[src/rtl/fspu_cfg.svh]
//~~~~~~~~~~~~~~~~~~~~
// Shared widths for the FSPU
// Data path width, func word width
// Func field bit positions
// Class mask width
//~~~~~~~~~~~~~~~~~~~~
`ifndef FSPU_CFG_SVH
`define FSPU_CFG_SVH

// Data path and func word
`define FSPU_XLEN          64
`define FSPU_FUNC_W        20

// Format bits, neither set means half
`define FSPU_FUNC_DOUBLE   16
`define FSPU_FUNC_SINGLE   15

// Operation group bits
`define FSPU_FUNC_SGNJ_GRP 6
`define FSPU_FUNC_MV_GRP   5

// Selector bits within a group
`define FSPU_FUNC_SEL0     0
`define FSPU_FUNC_SEL1     1
`define FSPU_FUNC_SEL2     2
`define FSPU_FUNC_CLASS    18

// One bit per FCLASS category
`define FSPU_CLASS_W       10

`endif
[src/rtl/fspu_pkg.sv]
//~~~~~~~~~~~~~~~~~~~~
// FSPU shared types
// Half, single and double float structs
// Operand format and operation enums
//~~~~~~~~~~~~~~~~~~~~
package fspu_pkg;

  // Half precision, 1/5/10
  typedef struct packed {
    logic        sign;
    logic [4:0]  expo;
    logic [9:0]  mant;
  } fspu_half_t;

  // Single precision, 1/8/23
  typedef struct packed {
    logic        sign;
    logic [7:0]  expo;
    logic [22:0] mant;
  } fspu_sing_t;

  // Double precision, 1/11/52
  typedef struct packed {
    logic        sign;
    logic [10:0] expo;
    logic [51:0] mant;
  } fspu_doub_t;

  // Operand format from func
  typedef enum logic [1:0] {
    FMT_HALF = 2'd0,
    FMT_SING = 2'd1,
    FMT_DOUB = 2'd2
  } fspu_fmt_e;

  // Decoded operation
  typedef enum logic [2:0] {
    OP_NONE   = 3'd0,
    OP_FSGNJ  = 3'd1,
    OP_FSGNJN = 3'd2,
    OP_FSGNJX = 3'd3,
    OP_FMV_FX = 3'd4,
    OP_FMV_XF = 3'd5,
    OP_FCLASS = 3'd6
  } fspu_op_e;

endpackage

[src/rtl/fspu_top.sv]
//~~~~~~~~~~~~~~~~~~~~
// FSPU top level
// Decoder, three format lanes, result pipe
//~~~~~~~~~~~~~~~~~~~~
`timescale 1ns/10ps
`include "fspu_cfg.svh"

module fspu_top (
  input  logic                    ex1_pipe_clk,
  input  logic                    cpurst_b,
  input  logic [`FSPU_FUNC_W-1:0] dp_vfalu_ex1_pipex_func,
  input  logic [`FSPU_XLEN-1:0]   dp_vfalu_ex1_pipex_srcf0,
  input  logic [`FSPU_XLEN-1:0]   dp_vfalu_ex1_pipex_srcf1,
  input  logic [`FSPU_XLEN-1:0]   dp_vfalu_ex1_pipex_mtvr_src0,
  input  logic                    ex1_pipedown,
  input  logic                    ex2_pipedown,
  input  logic                    ex3_pipedown,
  output logic                    fspu_forward_r_vld,
  output logic [`FSPU_XLEN-1:0]   fspu_forward_result,
  output logic [`FSPU_XLEN-1:0]   fspu_mfvr_data
);

  import fspu_pkg::*;

  fspu_fmt_e             ex1_fmt;
  fspu_op_e              ex1_op;
  logic [`FSPU_XLEN-1:0] half_freg;
  logic [`FSPU_XLEN-1:0] sing_freg;
  logic [`FSPU_XLEN-1:0] doub_freg;
  logic [`FSPU_XLEN-1:0] half_int;
  logic [`FSPU_XLEN-1:0] sing_int;
  logic [`FSPU_XLEN-1:0] doub_int;

  // Shared decode for all lanes
  fspu_decode u_decode (
    .func (dp_vfalu_ex1_pipex_func),
    .fmt  (ex1_fmt),
    .op   (ex1_op)
  );

  // Lanes see same op, mux picks one
  fspu_fmt_lane #(.flt_t(fspu_half_t)) u_half_lane (
    .op          (ex1_op),
    .src0        (dp_vfalu_ex1_pipex_srcf0),
    .src1        (dp_vfalu_ex1_pipex_srcf1),
    .mtvr_src0   (dp_vfalu_ex1_pipex_mtvr_src0),
    .freg_result (half_freg),
    .int_result  (half_int)
  );

  fspu_fmt_lane #(.flt_t(fspu_sing_t)) u_sing_lane (
    .op          (ex1_op),
    .src0        (dp_vfalu_ex1_pipex_srcf0),
    .src1        (dp_vfalu_ex1_pipex_srcf1),
    .mtvr_src0   (dp_vfalu_ex1_pipex_mtvr_src0),
    .freg_result (sing_freg),
    .int_result  (sing_int)
  );

  fspu_fmt_lane #(.flt_t(fspu_doub_t)) u_doub_lane (
    .op          (ex1_op),
    .src0        (dp_vfalu_ex1_pipex_srcf0),
    .src1        (dp_vfalu_ex1_pipex_srcf1),
    .mtvr_src0   (dp_vfalu_ex1_pipex_mtvr_src0),
    .freg_result (doub_freg),
    .int_result  (doub_int)
  );

  // Format mux and EX2/EX3 registers
  fspu_result_pipe u_result_pipe (
    .ex1_pipe_clk        (ex1_pipe_clk),
    .cpurst_b            (cpurst_b),
    .fmt                 (ex1_fmt),
    .half_freg           (half_freg),
    .sing_freg           (sing_freg),
    .doub_freg           (doub_freg),
    .half_int            (half_int),
    .sing_int            (sing_int),
    .doub_int            (doub_int),
    .ex1_pipedown        (ex1_pipedown),
    .ex2_pipedown        (ex2_pipedown),
    .ex3_pipedown        (ex3_pipedown),
    .fspu_mfvr_data      (fspu_mfvr_data),
    .fspu_forward_result (fspu_forward_result),
    .fspu_forward_r_vld  (fspu_forward_r_vld)
  );

endmodule

[src/rtl/fspu_result_pipe.sv]
//~~~~~~~~~~~~~~~~~~~~
// FSPU result select and pipe
// Lane mux by format
// Integer result out in EX1
// EX2 and EX3 float result registers
//~~~~~~~~~~~~~~~~~~~~
`timescale 1ns/10ps
`include "fspu_cfg.svh"

module fspu_result_pipe (
  input  logic                  ex1_pipe_clk,
  input  logic                  cpurst_b,
  input  fspu_pkg::fspu_fmt_e   fmt,
  input  logic [`FSPU_XLEN-1:0] half_freg,
  input  logic [`FSPU_XLEN-1:0] sing_freg,
  input  logic [`FSPU_XLEN-1:0] doub_freg,
  input  logic [`FSPU_XLEN-1:0] half_int,
  input  logic [`FSPU_XLEN-1:0] sing_int,
  input  logic [`FSPU_XLEN-1:0] doub_int,
  input  logic                  ex1_pipedown,
  input  logic                  ex2_pipedown,
  input  logic                  ex3_pipedown,
  output logic [`FSPU_XLEN-1:0] fspu_mfvr_data,
  output logic [`FSPU_XLEN-1:0] fspu_forward_result,
  output logic                  fspu_forward_r_vld
);

  import fspu_pkg::*;

  logic [`FSPU_XLEN-1:0] ex1_freg_result;
  logic [`FSPU_XLEN-1:0] ex2_result;
  logic [`FSPU_XLEN-1:0] ex3_result;

  // Pick the lane for this format
  always_comb
  begin
    case (fmt)
      FMT_DOUB:
      begin
        ex1_freg_result = doub_freg;
        fspu_mfvr_data  = doub_int;
      end
      FMT_SING:
      begin
        ex1_freg_result = sing_freg;
        fspu_mfvr_data  = sing_int;
      end
      default:
      begin
        ex1_freg_result = half_freg;
        fspu_mfvr_data  = half_int;
      end
    endcase
  end

  // EX2 stage, held while ex1_pipedown low
  always_ff @(posedge ex1_pipe_clk or negedge cpurst_b)
  begin
    if (!cpurst_b)
      ex2_result <= '0;
    else if (ex1_pipedown)
      ex2_result <= ex1_freg_result;
  end

  // EX3 stage
  always_ff @(posedge ex1_pipe_clk or negedge cpurst_b)
  begin
    if (!cpurst_b)
      ex3_result <= '0;
    else if (ex2_pipedown)
      ex3_result <= ex2_result;
  end

  // Forward from EX3
  assign fspu_forward_result = ex3_result;
  assign fspu_forward_r_vld  = ex3_pipedown;

endmodule

[src/rtl/fspu_fmt_lane.sv]
//~~~~~~~~~~~~~~~~~~~~
// FSPU per-format lane
// Sign inject, FMV.F.X with NaN-boxing
// FMV.X.F with sign extension, FCLASS mask
// Float type chosen by parameter
//~~~~~~~~~~~~~~~~~~~~
`timescale 1ns/10ps
`include "fspu_cfg.svh"

module fspu_fmt_lane #(
  parameter type flt_t = fspu_pkg::fspu_doub_t
) (
  input  fspu_pkg::fspu_op_e    op,
  input  logic [`FSPU_XLEN-1:0] src0,
  input  logic [`FSPU_XLEN-1:0] src1,
  input  logic [`FSPU_XLEN-1:0] mtvr_src0,
  output logic [`FSPU_XLEN-1:0] freg_result,
  output logic [`FSPU_XLEN-1:0] int_result
);

  import fspu_pkg::*;

  // Format width from the struct
  localparam int W = $bits(flt_t);

  flt_t src0_f;
  flt_t src1_f;
  flt_t mtvr_f;
  flt_t res_f;
  logic res_vld;

  // Mantissa width, top bit marks quiet NaN
  localparam int MANT_W = $bits(src0_f.mant);

  logic exp_max;
  logic exp_zero;
  logic mant_zero;
  logic quiet_bit;
  logic is_inf;
  logic is_nan;
  logic is_zero;
  logic is_sub;
  logic is_norm;
  logic [`FSPU_CLASS_W-1:0] class_mask;

  // Low W bits viewed as float
  assign src0_f = src0[W-1:0];
  assign src1_f = src1[W-1:0];
  assign mtvr_f = mtvr_src0[W-1:0];

  // Sign injection and int to float move
  always_comb
  begin
    res_f   = src0_f;
    res_vld = 1'b1;
    case (op)
      OP_FSGNJ:  res_f.sign = src1_f.sign;
      OP_FSGNJN: res_f.sign = ~src1_f.sign;
      OP_FSGNJX: res_f.sign = src0_f.sign ^ src1_f.sign;
      OP_FMV_FX: res_f      = mtvr_f;
      default:   res_vld    = 1'b0;
    endcase
  end

  // NaN-box upper bits with ones
  always_comb
  begin
    freg_result = '0;
    if (res_vld)
    begin
      freg_result        = {`FSPU_XLEN{1'b1}};
      freg_result[W-1:0] = res_f;
    end
  end

  // Field checks on src0
  assign exp_max   = (src0_f.expo == '1);
  assign exp_zero  = (src0_f.expo == '0);
  assign mant_zero = (src0_f.mant == '0);
  assign quiet_bit = src0_f.mant[MANT_W-1];

  // Categories, exactly one true
  assign is_inf  = exp_max && mant_zero;
  assign is_nan  = exp_max && !mant_zero;
  assign is_zero = exp_zero && mant_zero;
  assign is_sub  = exp_zero && !mant_zero;
  assign is_norm = !exp_zero && !exp_max;

  // Class mask, bit 0 is -inf up to bit 9 qNaN
  assign class_mask = {
    is_nan && quiet_bit,
    is_nan && !quiet_bit,
    !src0_f.sign && is_inf,
    !src0_f.sign && is_norm,
    !src0_f.sign && is_sub,
    !src0_f.sign && is_zero,
    src0_f.sign && is_zero,
    src0_f.sign && is_sub,
    src0_f.sign && is_norm,
    src0_f.sign && is_inf
  };

  // Integer side result
  always_comb
  begin
    int_result = '0;
    case (op)
      OP_FMV_XF:
      begin
        // Sign extend the raw float bits
        int_result        = {`FSPU_XLEN{src0_f.sign}};
        int_result[W-1:0] = src0_f;
      end
      OP_FCLASS:
        int_result[`FSPU_CLASS_W-1:0] = class_mask;
      default:
        int_result = '0;
    endcase
  end

endmodule

[src/rtl/fspu_decode.sv]
//~~~~~~~~~~~~~~~~~~~~
// FSPU func decoder
// One-hot func fields to format and operation
// Combinational only
//~~~~~~~~~~~~~~~~~~~~
`timescale 1ns/10ps
`include "fspu_cfg.svh"

module fspu_decode (
  input  logic [`FSPU_FUNC_W-1:0] func,
  output fspu_pkg::fspu_fmt_e     fmt,
  output fspu_pkg::fspu_op_e      op
);

  import fspu_pkg::*;

  logic grp_sgnj;
  logic grp_mv;

  // Group bits
  assign grp_sgnj = func[`FSPU_FUNC_SGNJ_GRP];
  assign grp_mv   = func[`FSPU_FUNC_MV_GRP];

  // Double wins over single, half when neither set
  always_comb
  begin
    if (func[`FSPU_FUNC_DOUBLE])
      fmt = FMT_DOUB;
    else if (func[`FSPU_FUNC_SINGLE])
      fmt = FMT_SING;
    else
      fmt = FMT_HALF;
  end

  // Prioritized op select
  // Class first, then moves, then sign inject
  always_comb
  begin
    if (func[`FSPU_FUNC_CLASS])
      op = OP_FCLASS;
    else if (grp_mv && func[`FSPU_FUNC_SEL2])
      op = OP_FMV_XF;
    else if (grp_mv && func[`FSPU_FUNC_SEL0])
      op = OP_FMV_FX;
    else if (grp_sgnj && func[`FSPU_FUNC_SEL2])
      op = OP_FSGNJX;
    else if (grp_sgnj && func[`FSPU_FUNC_SEL1])
      op = OP_FSGNJN;
    else if (grp_sgnj && func[`FSPU_FUNC_SEL0])
      op = OP_FSGNJ;
    else
      // Unknown func, lanes output zero
      op = OP_NONE;
  end

endmodule

[config.mk]
export PLATFORM = sky130hd
export DESIGN_NAME = fspu_top
export DESIGN_NICKNAME = d
export VERILOG_FILES = /design/src/rtl/fspu_pkg.sv /design/src/rtl/fspu_top.sv /design/src/rtl/fspu_result_pipe.sv /design/src/rtl/fspu_fmt_lane.sv /design/src/rtl/fspu_decode.sv
export VERILOG_INCLUDE_DIRS = /design/src /design/src/rtl
export SDC_FILE = /design/constraint.sdc
export NUM_CORES = 1
export LEC_CHECK = 0
export ABC_AREA = 0
export BUFFER_PORTS_ARGS = -buffer_cell sky130_fd_sc_hd__buf_2
export CELL_PAD_IN_SITES_DETAIL_PLACEMENT = 0
export CELL_PAD_IN_SITES_GLOBAL_PLACEMENT = 2
export CORE_MARGIN = 10
export CORE_UTILIZATION = 28
export DETAILED_ROUTE_END_ITERATION = 7
export MAX_ROUTING_LAYER = met4
export PLACE_DENSITY = 0.87
export SLEW_MARGIN = 20
export SYNTH_ARGS = -nofsm -noshare
export SYNTH_HDL_FRONTEND = slang
export SYNTH_HIERARCHICAL = 1
export SYNTH_SLANG_ARGS = --single-unit
[constraint.sdc]
create_clock -name ex1_pipe_clk -period 2.8 [get_ports ex1_pipe_clk]
set_input_delay 0.14 -clock ex1_pipe_clk [delete_from_list [all_inputs] [get_ports ex1_pipe_clk]]
set_output_delay 0.14 -clock ex1_pipe_clk [all_outputs]
set_load 0.01 [all_outputs]
* After elaboration in Yosys (flattened, before gate mapping)
Cells that the tools add are included.
** Storage, ports and cells
- Bits of input ports :: 217
- Flip-flop bits (word level) :: 128
- Word-level logic and storage cells :: 117
- Output and inout bits :: 129
** Cells by class
- Bitwise gates (word level) :: 6
- Reduce and logical (&&, ||, !) cells :: 72
- Mux-type cells :: 26
- Equal/unequal tests :: 11
** Operators with widths (count)
- one-hot mux 64 bit (2 select lines) :: 2
- two-way mux 64 bit :: 3
- two-way mux 54 bit :: 3
- two-way mux 63 bit :: 1
- one-hot mux 10 bit (2 select lines) :: 3
- logical NOT 52 bit :: 1
- logical AND 1 bit :: 50
- two-way mux 31 bit :: 1
- logical NOT 23 bit :: 1
- logical NOT 1 bit :: 15
- two-way mux 15 bit :: 1
- two-way mux 3 bit :: 5
- one-hot mux 1 bit (4 select lines) :: 3
- equality test 11 bit (second input constant) :: 1
- logical NOT 11 bit :: 1
- logical NOT 10 bit :: 1
- equality test 3 bit (second input constant) :: 3
- equality test 8 bit (second input constant) :: 1
- logical NOT 8 bit :: 1
- equality test 3 x 2 -> 1 bit (second input constant) :: 2
- equality test 5 bit (second input constant) :: 1
- logical NOT 5 bit :: 1
- OR reduction 4 bit :: 1
- equality test 3 x 1 -> 1 bit (second input constant) :: 1
- other kinds (6) :: 12

* Depth between registers and ports, before layout
Gate-level depths: netlist of the first run.
- Depth in word-level cells :: 12
- Mapped depth :: 10
- Mapped depth without buffers :: 8

* Hierarchy
The synthesis of the first run kept the hierarchy.
** Modules (own cells, without submodules)
- fspu_result_pipe :: instances 1, cells each 723, area an instance 7467.2 µm², seq. area each 3203.1 µm²
- fspu_fmt_lane (u_doub_lane) :: instances 1, cells each 269, area an instance 1490.2 µm², seq. area each 0.0 µm²
- fspu_fmt_lane (u_sing_lane) :: instances 1, cells each 209, area an instance 1351.3 µm², seq. area each 0.0 µm²
- fspu_fmt_lane (u_half_lane) :: instances 1, cells each 170, area an instance 1228.7 µm², seq. area each 0.0 µm²
- fspu_decode :: instances 1, cells each 9, area an instance 65.1 µm², seq. area each 0.0 µm²

* Least setup slack after synthesis of the first run
Ideal clock, no wire load.
- Path type :: input to register
- Start point :: input dp_vfalu_ex1_pipex_func[2]
- End point :: register u_result_pipe.ex2_result[49]
- Data required time :: 2.728 ns
- Stages :: 8
- Buffers on the path :: 1
- Setup time :: 0.072 ns
- Path slack :: -1.363 ns
- Arrival time :: 4.091 ns
- Cells stage by stage :: o21a_1 > o21ai_0 > nor2_1 > xnor2_1 > buf_4 > nand3b_1 > o21ai_0 > nor2_1
** Between the ends
- Word-level cells in the longest chain between the ends :: 10
- Elaborated cells between the ends (all ways) :: 17
- Those cells by class :: 4 x eq/ne; 10 x mux; 3 x reduce/logical
** Ends and longest elaborated chain
- from (decl) :: RTL line fspu_top.sv:11 : input logic [`FSPU_FUNC_W-1:0] dp_vfalu_ex1_pipex_func,
- logical AND 1 bit :: RTL line fspu_decode.sv:45 : else if (grp_sgnj && func[`FSPU_FUNC_SEL2])
- two-way mux 3 bit :: RTL line fspu_decode.sv:45
- two-way mux 3 bit :: RTL line fspu_decode.sv:43 : else if (grp_mv && func[`FSPU_FUNC_SEL0])
- two-way mux 3 bit * :: RTL line fspu_decode.sv:41 : else if (grp_mv && func[`FSPU_FUNC_SEL2])
- two-way mux 3 bit * :: RTL line fspu_decode.sv:39 : if (func[`FSPU_FUNC_CLASS])
- named net ex1_op[1] :: RTL line fspu_top.sv:26 : fspu_op_e ex1_op;
- equality test 3 x 1 -> 1 bit, or another cell as far along :: RTL line fspu_fmt_lane.sv:56 : case (op)
- OR reduction 4 bit (no source line) *
- two-way mux 1 bit * :: RTL line fspu_fmt_lane.sv:56
- named net u_half_lane.res_vld :: RTL line fspu_fmt_lane.sv:30 : logic res_vld;
- two-way mux 64 bit * :: RTL line fspu_fmt_lane.sv:69 : if (res_vld)
- named net half_freg[49] :: RTL line fspu_top.sv:27 : logic [`FSPU_XLEN-1:0] half_freg;
- one-hot mux 64 bit (2 select lines) * :: RTL line fspu_result_pipe.sv:37 : case (fmt)
- to (signal assigned) :: RTL line fspu_result_pipe.sv:62 : ex2_result <= ex1_freg_result;
- to (decl) :: RTL line fspu_result_pipe.sv:31 : logic [`FSPU_XLEN-1:0] ex2_result;
The timed path passes the listed nets; every way through them passes the cells marked *.
A chain may end at the register's enable or synchronous reset.

* Final worst setup path of the first run
- Start point :: input dp_vfalu_ex1_pipex_srcf0[10]
- End point :: output fspu_mfvr_data[8]
** Between the ends
- Word-level cells in the longest chain between the ends :: 6
- Elaborated cells between the ends (all ways) :: 15
- Those cells by class :: 1 x eq/ne; 4 x mux; 10 x reduce/logical
** Ends and longest elaborated chain
- from (decl) :: RTL line fspu_top.sv:12 : input logic [`FSPU_XLEN-1:0] dp_vfalu_ex1_pipex_srcf0,
- logical NOT 52 bit :: RTL line fspu_fmt_lane.sv:79 : assign mant_zero = (src0_f.mant == '0);
- logical NOT 1 bit :: RTL line fspu_fmt_lane.sv:84 : assign is_nan = exp_max && !mant_zero;
- logical AND 1 bit :: RTL line fspu_fmt_lane.sv:84
- logical AND 1 bit :: RTL line fspu_fmt_lane.sv:92 : is_nan && !quiet_bit,
- one-hot mux 10 bit (2 select lines) :: RTL line fspu_fmt_lane.sv:107 : case (op)
- named net doub_int[8] :: RTL line fspu_top.sv:32 : logic [`FSPU_XLEN-1:0] doub_int;
- one-hot mux 64 bit (2 select lines) :: RTL line fspu_result_pipe.sv:37
- to (decl) :: RTL line fspu_top.sv:20 : output logic [`FSPU_XLEN-1:0] fspu_mfvr_data
The timed path passes the listed nets, and every way through them passes these cells.

==> results.py, run 1 <==
metrics = {
    "route": {
        "vias": 10769,
        "vias_per_cell": 5.38,
        "routed_wl_mm": 44.2,
        "post_drt_wl_per_cell_um": 22.1,
        "initialDrtViolationCount": 928,
        "postRouteAntennaNets": 0,
        "route.detailed.drc": 0,
        "drt_pass1_iterations": 6,
    },
    "synth": {
        "async_flop_share_pct": 100,
        "synth.avg_cell_area_um2": 8.41,
        "synth_top_flop_cell": "dfrtp_1",
        "ys_types": 58,
        "synth_top_area_share_pct": 27.6,
        "yosysTopAreaCell": "dfrtp_1",
        "syn_area_um2": 11600,
        "synth_edf_count": 0,
        "yosys_warnings": 6,
        "synth-seq-area-share_pct": 27.6,
        "syn_nets": 1599,
        "synthTopCellsByArea": "dfrtp_1, buf_4, a221oi_2",
        "syn_inst": 1380,
        "ys_ff_latch": 128,
    },
    "place": {
        "dpl.hpwl_mm": 31.3,
        "place_ws_ns": 0.116,
        "place_congestion": 0.806,
        "portBuffers": 270,
        "place_area_um2": 12400,
        "placed_cells": 1961,
    },
    "power_and_ir_drop": {
        "leakage_nw": 5.51,
        "ir_drop_mv": 0.330,
        "power_density_nw_per_um2": 511,
        "finalPower_mw": 6.64,
    },
    "global_route": {
        "grt_pass1_wl_mm": 66.7,
        "antenna_found_initial": 10,
        "grt_overflow": 0,
        "grt_pass1_vias": 10671,
        "grt_start_max_net_pins": 91,
        "grt_use_total_pct": 17.5,
    },
    "floorplan": {
        "core_um2": 40900,
        "die_area_um2": 50000,
        "start_util_pct": 28.4,
        "rows": 74,
        "io_pins": 346,
        "die_h_um": 224,
        "die_width_um": 224,
    },
    "flow_run": {
        "maxCapViolations": 0,
    },
    "finish": {
        "nets": 1668,
        "fill_cells": 4341,
        "syn_to_final_growth_pct": 12.0,
        "instances_no_fill": 2000,
        "drive_gt1_share_pct": 35.0,
        "final_cell_area_um2": 13000,
    },
    "timing": {
        "worst_slack_ns": 0.275,
        "setup_tns_ns": 0,
        "period_minus_slack_ns": 2.53,
        "timing.final.crit_share_pct": 90.2,
        "finalClockSkew_ns": 0.00725,
        "rsz0062_at_grt": "false",
        "final-max-slew-violation-count": 0,
        "setup_violations": 0,
        "max_slew.worst_pin.slew_ns": 1.08,
        "slew-limit-headroom_pct": 27.8,
        "hold_violations": 0,
        "fmax_ghz": 0.396,
    },
    "setup_path": {
        "cpMaxStageDelayCell": "or4_4",
        "startpoint": "dp_vfalu_ex1_pipex_srcf0[10]",
        "cp-end-kind": "output port",
        "cp_data_arrival_time_ns": 2.39,
        "cp_top_family": "simple AND/OR/NAND/NOR gates",
        "max_stage_delay_ns": 0.52,
        "cp_data_required_time_ns": 2.66,
        "cp_max_fo": 10,
        "critical_path_class": "in2out",
        "critical_path.cell_chain": "buf_2 -> nor4_1 -> buf_4 -> nand4_1 -> buf_4 -> or4_4 -> a22o_1 -> a22oi_1 -> o21ai_0 -> buf_2",
        "critPathBufInv": 4,
        "startpoint_type": "input port",
        "rr_startpoint": "u_result_pipe/fspu_forward_result[15]$_DFFE_PN0P_",
    },
    "clock_network": {
        "path_clk_slew_ns": 0.06,
        "cts_buffers": 17,
        "cts_tree": "yes",
        "cts_buffer_depth": 2,
        "clk_latency_ns": 0.44,
        "clock-sinks": 128,
        "cts_root_buf": "clkbuf_16",
        "htreeDepth": 4,
    },
    "hold_path": {
        "hp-start": "dp_vfalu_ex1_pipex_mtvr_src0[60]",
        "holdCritPathClass": "in2reg",
    },
    "status": {
        "status": "completed",
    },
}
==> path summary, 6_finish.rpt <==
check                                                                     to  slack (ns)  cells after the start
min reg2reg                u_result_pipe/fspu_forward_result[43]$_DFFE_PN0P_        0.50                      1
max                                                        fspu_mfvr_data[8]        0.27                     10
max reg2reg                u_result_pipe/fspu_forward_result[15]$_DFFE_PN0P_        2.00                      1
min in group asynchronous           u_result_pipe/ex2_result[58]$_DFFE_PN0P_        0.27                      2
max in group asynchronous           u_result_pipe/ex2_result[21]$_DFFE_PN0P_        1.72                      3
min                                 u_result_pipe/ex2_result[60]$_DFFE_PN0P_         0.1                      4
==> layout make-up <==
| cell class | count | area, µm² | share of cell area [%] |
|---|---|---|---|
| flip-flops and latches | 128 | 3200 | 24.7 |
| well taps | 532 | 666 | 5.12 |
| clock inverters | 10 | 86.3 | 0.664 |
| diodes | 6 | 15.0 | 0.116 |
| clock buffers | 22 | 474 | 3.65 |
| multi-input cells | 967 | 6580 | 50.7 |
| inverters | 7 | 26.3 | 0.202 |
| repair buffers | 328 | 1940 | 14.9 |
==> where the power goes <==
group | internal, mW | leakage [nW] | switching (mW) | total (mW)
clock network | 1.28 | 0.272 | 0.900 | 2.18
logic | 0.823 | 3.73 | 1.23 | 2.06
registers | 2.21 | 1.50 | 0.190 | 2.40
total | 4.32 | 5.51 | 2.32 | 6.64
==> per-layer routing <==
metal,vias up,share of wire (%),track usage [%]
li1,4980,-,-
met1,5345,45,22.0
met2,409,48,28.1
met3,35,6.5,4.18
met4,0,1.3,3.97
met5,-,0,-
==> cells by family (layout without fill, tap and decap cells) <==
group / count (synthesis) / count (layout) / share of synthesized area (%)
flops: 128 / 128 / 27.6
simple gates: 490 / 490 / 22.0
compound gates: 408 / 408 / 27.1
mux: 64 / 64 / 6.21
xor+xnor: 3 / 3 / 0.291
other cells: 0 / 6 / 0
buf+inv: 285 / 367 / 16.5
fa+ha+maj: 2 / 2 / 0.216
==> worst min-delay path, stage by stage <==
cell,delay (ns)
buf_2,0.08
a22o_1,0.12
a221oi_1,0.06
nor2_1,0.09
==> cell usage after synthesis, drive strengths merged, types with 2 or more instances <==
library cell	n
a21oi	48
a221oi	64
a22o	66
a22oi	64
a32o	10
and2	84
and3	2
and3b	4
and4	2
buf	249
clkbuf	29
dfrtp	128
ha	2
inv	7
mux2	64
nand2	188
nand2b	4
nand3	8
nand3b	64
nand4	8
nor2	83
nor2b	4
nor3	5
nor3b	2
nor4	22
o21a	2
o21ai	146
o31ai	3
or2	2
or4	4
xor2	2
==> sequential cells by signal, summed over array words and instances (netlist names) <==
name                               cells
u_result_pipe/ex2_result              64
u_result_pipe/fspu_forward_result     64
==> through the flow <==
step	hold slack (ns)	utilization, %
after global placement	0.179	30.3
after floorplan	-0.156	-
final	0.0997	31.7
after detailed placement	0.182	30.3
after global routing	0.0840	31.7
after CTS	0.0676	31.7
==> timing repair <==
action	CTS	global route
buffers inserted	0	0
gates resized for setup	0	1
endpoints found under the hold margin	63	0
hold buffers	1	0
setup endpoints to repair	0	3
==> placed cells by master, fill, tap and decap left out, types with 5 or more instances in the layout <==
cell,instances
a32o_1,9
nand4_1,8
nand3_1,8
o21ai_0,134
buf_12,11
o21ai_1,11
a221oi_2,60
mux2_2,64
a22o_1,65
inv_1,6
a22oi_1,64
nor4_1,20
and2_1,81
nand3b_1,64
nand2_1,188
nor3_1,5
nor2_1,75
clkbuf_16,17
clkinv_2,5
a21oi_1,48
diode_2,6
buf_4,48
buf_2,267
dfrtp_1,128
Power figures use the tool's default switching activity.
==> run 2, diff against run 1 <==
Settings changed: CORE_MARGIN 10 to 3, CORE_UTILIZATION 28 to 31, PLACE_DENSITY 0.87 to 0.91.
Clock period 2.8 ns to 2.5 ns, I/O delays scaled along.
==> run 2 against run 1 <==
Critical path depth is 1 lower. Clock power hardly changed. Global-route usage is 3.6 points higher. Power is 9.5% higher. First-iteration DRC count is 19% lower. Clock skew is 0.0019 ns higher. Worst hold slack better by 0.017 ns. The run now ends with setup timing left.
==> results.py, run 2 (synthesis results as in run 1) <==
metrics = {
    "route": {
        "routed_wl_mm": 41.9,
        "drt_pass1_iterations": 6,
        "postRouteAntennaNets": 0,
        "post_drt_wl_per_cell_um": 21.3,
        "initialDrtViolationCount": 754,
        "route.detailed.drc": 0,
        "vias_per_cell": 5.51,
        "vias": 10852,
    },
    "finish": {
        "layout_common_cells": "buf_2, nand2_1, o21ai_0",
        "fin_util_pct": 36.0,
        "drive_gt1_share_pct": 36.4,
        "syn_to_final_growth_pct": 14.3,
        "nets": 1705,
        "final_common_cell": "buf_2",
        "instances_no_fill": 1970,
    },
    "floorplan": {
        "die_h_um": 199,
        "io_pins": 346,
        "core_um2": 36800,
        "die_width_um": 199,
        "die_area_um2": 39800,
        "rows": 70,
        "start_util_pct": 31.5,
    },
    "setup_path": {
        "reg2regPathDepth": 1,
        "cp_top_family": "simple AND/OR/NAND/NOR gates",
        "crit_top_cell": "buf_2",
        "cp_data_arrival_time_ns": 2.41,
        "rr_startpoint": "u_result_pipe/fspu_forward_result[14]$_DFFE_PN0P_",
        "max_stage_delay_ns": 0.63,
        "critical_path.cell_chain": "buf_2 -> nor4_1 -> buf_4 -> nand4_1 -> or4_4 -> a22o_1 -> a22oi_1 -> o21ai_1 -> buf_2",
        "startpoint_type": "input port",
        "critical_path_class": "in2out",
        "ff2ff_setup_slack_ns": 1.69,
        "cp-end-kind": "output port",
        "cpMaxStageDelayCell": "or4_4",
        "r2r-end": "u_result_pipe/fspu_forward_result[14]$_DFFE_PN0P_",
        "cp_data_required_time_ns": 2.38,
        "cp_max_fo": 5,
        "critPathBufInv": 3,
    },
    "status": {
        "violations": "setup timing",
        "status": "finished, violations left",
    },
    "timing": {
        "rsz0062_at_grt": "true",
        "hold_violations": 0,
        "setup_violations": 1,
        "timing.final.crit_share_pct": 101,
        "period_minus_slack_ns": 2.54,
        "worst_slack_ns": -0.0359,
        "slew-limit-headroom_pct": 46.3,
        "final-max-slew-violation-count": 0,
        "finalClockSkew_ns": 0.00918,
        "fmax_ghz": 0.394,
        "max_slew.worst_pin.slew_ns": 0.804,
        "setup_tns_ns": -0.0359,
    },
    "global_route": {
        "grt_start_max_net_pins": 77,
        "antenna_found_initial": 6,
        "grt_use_total_pct": 21.1,
        "grt_pass1_vias": 10477,
        "grt_pass1_wl_mm": 62.9,
        "grt_overflow": 0,
    },
    "place": {
        "place_congestion": 0.823,
        "place_ws_ns": -0.194,
        "placed_cells": 1933,
        "portBuffers": 270,
        "dpl.hpwl_mm": 29.4,
    },
    "hold_path": {
        "min_path_cells": 4,
        "hp-start": "dp_vfalu_ex1_pipex_mtvr_src0[41]",
        "hold_end": "u_result_pipe/ex2_result[41]$_DFFE_PN0P_",
        "holdCritPathClass": "in2reg",
    },
    "power_and_ir_drop": {
        "power_density_nw_per_um2": 549,
        "leakage_nw": 5.70,
        "ir_drop_mv": 0.342,
        "finalPower_mw": 7.27,
    },
    "clock_network": {
        "path_clk_slew_ns": 0.06,
        "cts_buffer_depth": 2,
        "clk_latency_ns": 0.42,
        "cts_tree": "yes",
        "clock-sinks": 128,
        "htreeDepth": 4,
        "cts_buffers": 17,
        "cts_root_buf": "clkbuf_16",
    },
    "flow_run": {
        "maxCapViolations": 0,
    },
}
## run 2: cell count changes in the layout (fill, tap and decap cells not counted), moves of 2 or more
cell / before / now
clkbuf_8: 3 / 0
o21ai_0: 134 / 131
buf_4: 48 / 75
o21ai_1: 11 / 14
clkbuf_1: 2 / 4
buf_12: 11 / 21
## run 2: power by group
| group | switching, mW | internal, mW | total, mW |
|---|---|---|---|
| logic | 1.38 | 0.993 | 2.37 |
| registers | 0.218 | 2.48 | 2.70 |
| clock network | 0.960 | 1.24 | 2.20 |
## run 2: worst max-delay path by stage
| stage | from | to | slack [ns] | cells after the start |
|---|---|---|---|---|
| floorplan | dp_vfalu_ex1_pipex_func[5] | fspu_mfvr_data[16] | 0.06 | 9 |
| global placement | dp_vfalu_ex1_pipex_srcf0[20] | fspu_mfvr_data[8] | -0.18 | 9 |
| detailed placement | dp_vfalu_ex1_pipex_srcf0[20] | fspu_mfvr_data[8] | -0.19 | 9 |
| CTS | dp_vfalu_ex1_pipex_srcf0[20] | fspu_mfvr_data[8] | 0.009 | 9 |
| global route | dp_vfalu_ex1_pipex_srcf0[9] | fspu_mfvr_data[8] | -0.04 | 9 |
| finish | dp_vfalu_ex1_pipex_srcf0[9] | fspu_mfvr_data[8] | -0.04 | 9 |
## run 2: cell type report
class / count / area [µm²]
inverter: 7 / 26.3
fill: 3836 / 23500
timing repair buffer: 365 / 2340
antenna: 6 / 15.0
sequential: 128 / 3200
multi-input combinational: 967 / 6600
tap: 468 / 586
clock inverter: 8 / 45.0
clock buffer: 21 / 440
## run 2: repair_timing
item,in CTS,in global routing
pin swaps,0,2
hold buffers,1,0
endpoints found under the hold margin,46,0
endpoints found under the setup margin,5,3
buffers inserted,0,1
gates resized for setup,2,3
## run 2: routing by layer
| metal | vias up | global-route usage, % | wire (µm) |
|---|---|---|---|
| met1 | 5313 | 28.0 | 18700 |
| met2 | 444 | 33.4 | 19600 |
| met5 | - | - | 0 |
| met3 | 43 | 3.69 | 2830 |
| li1 | 5052 | - | - |
| met4 | 0 | 5.69 | 796 |
## run 2: stage by stage
step / hold slack [ns] / area (µm²)
final: 0.117 / 13300
after global placement: 0.0910 / 12700
after CTS: 0.0918 / 13200
after detailed placement: 0.0973 / 12700
after floorplan: -0.171 / 11600
after global routing: 0.114 / 13300
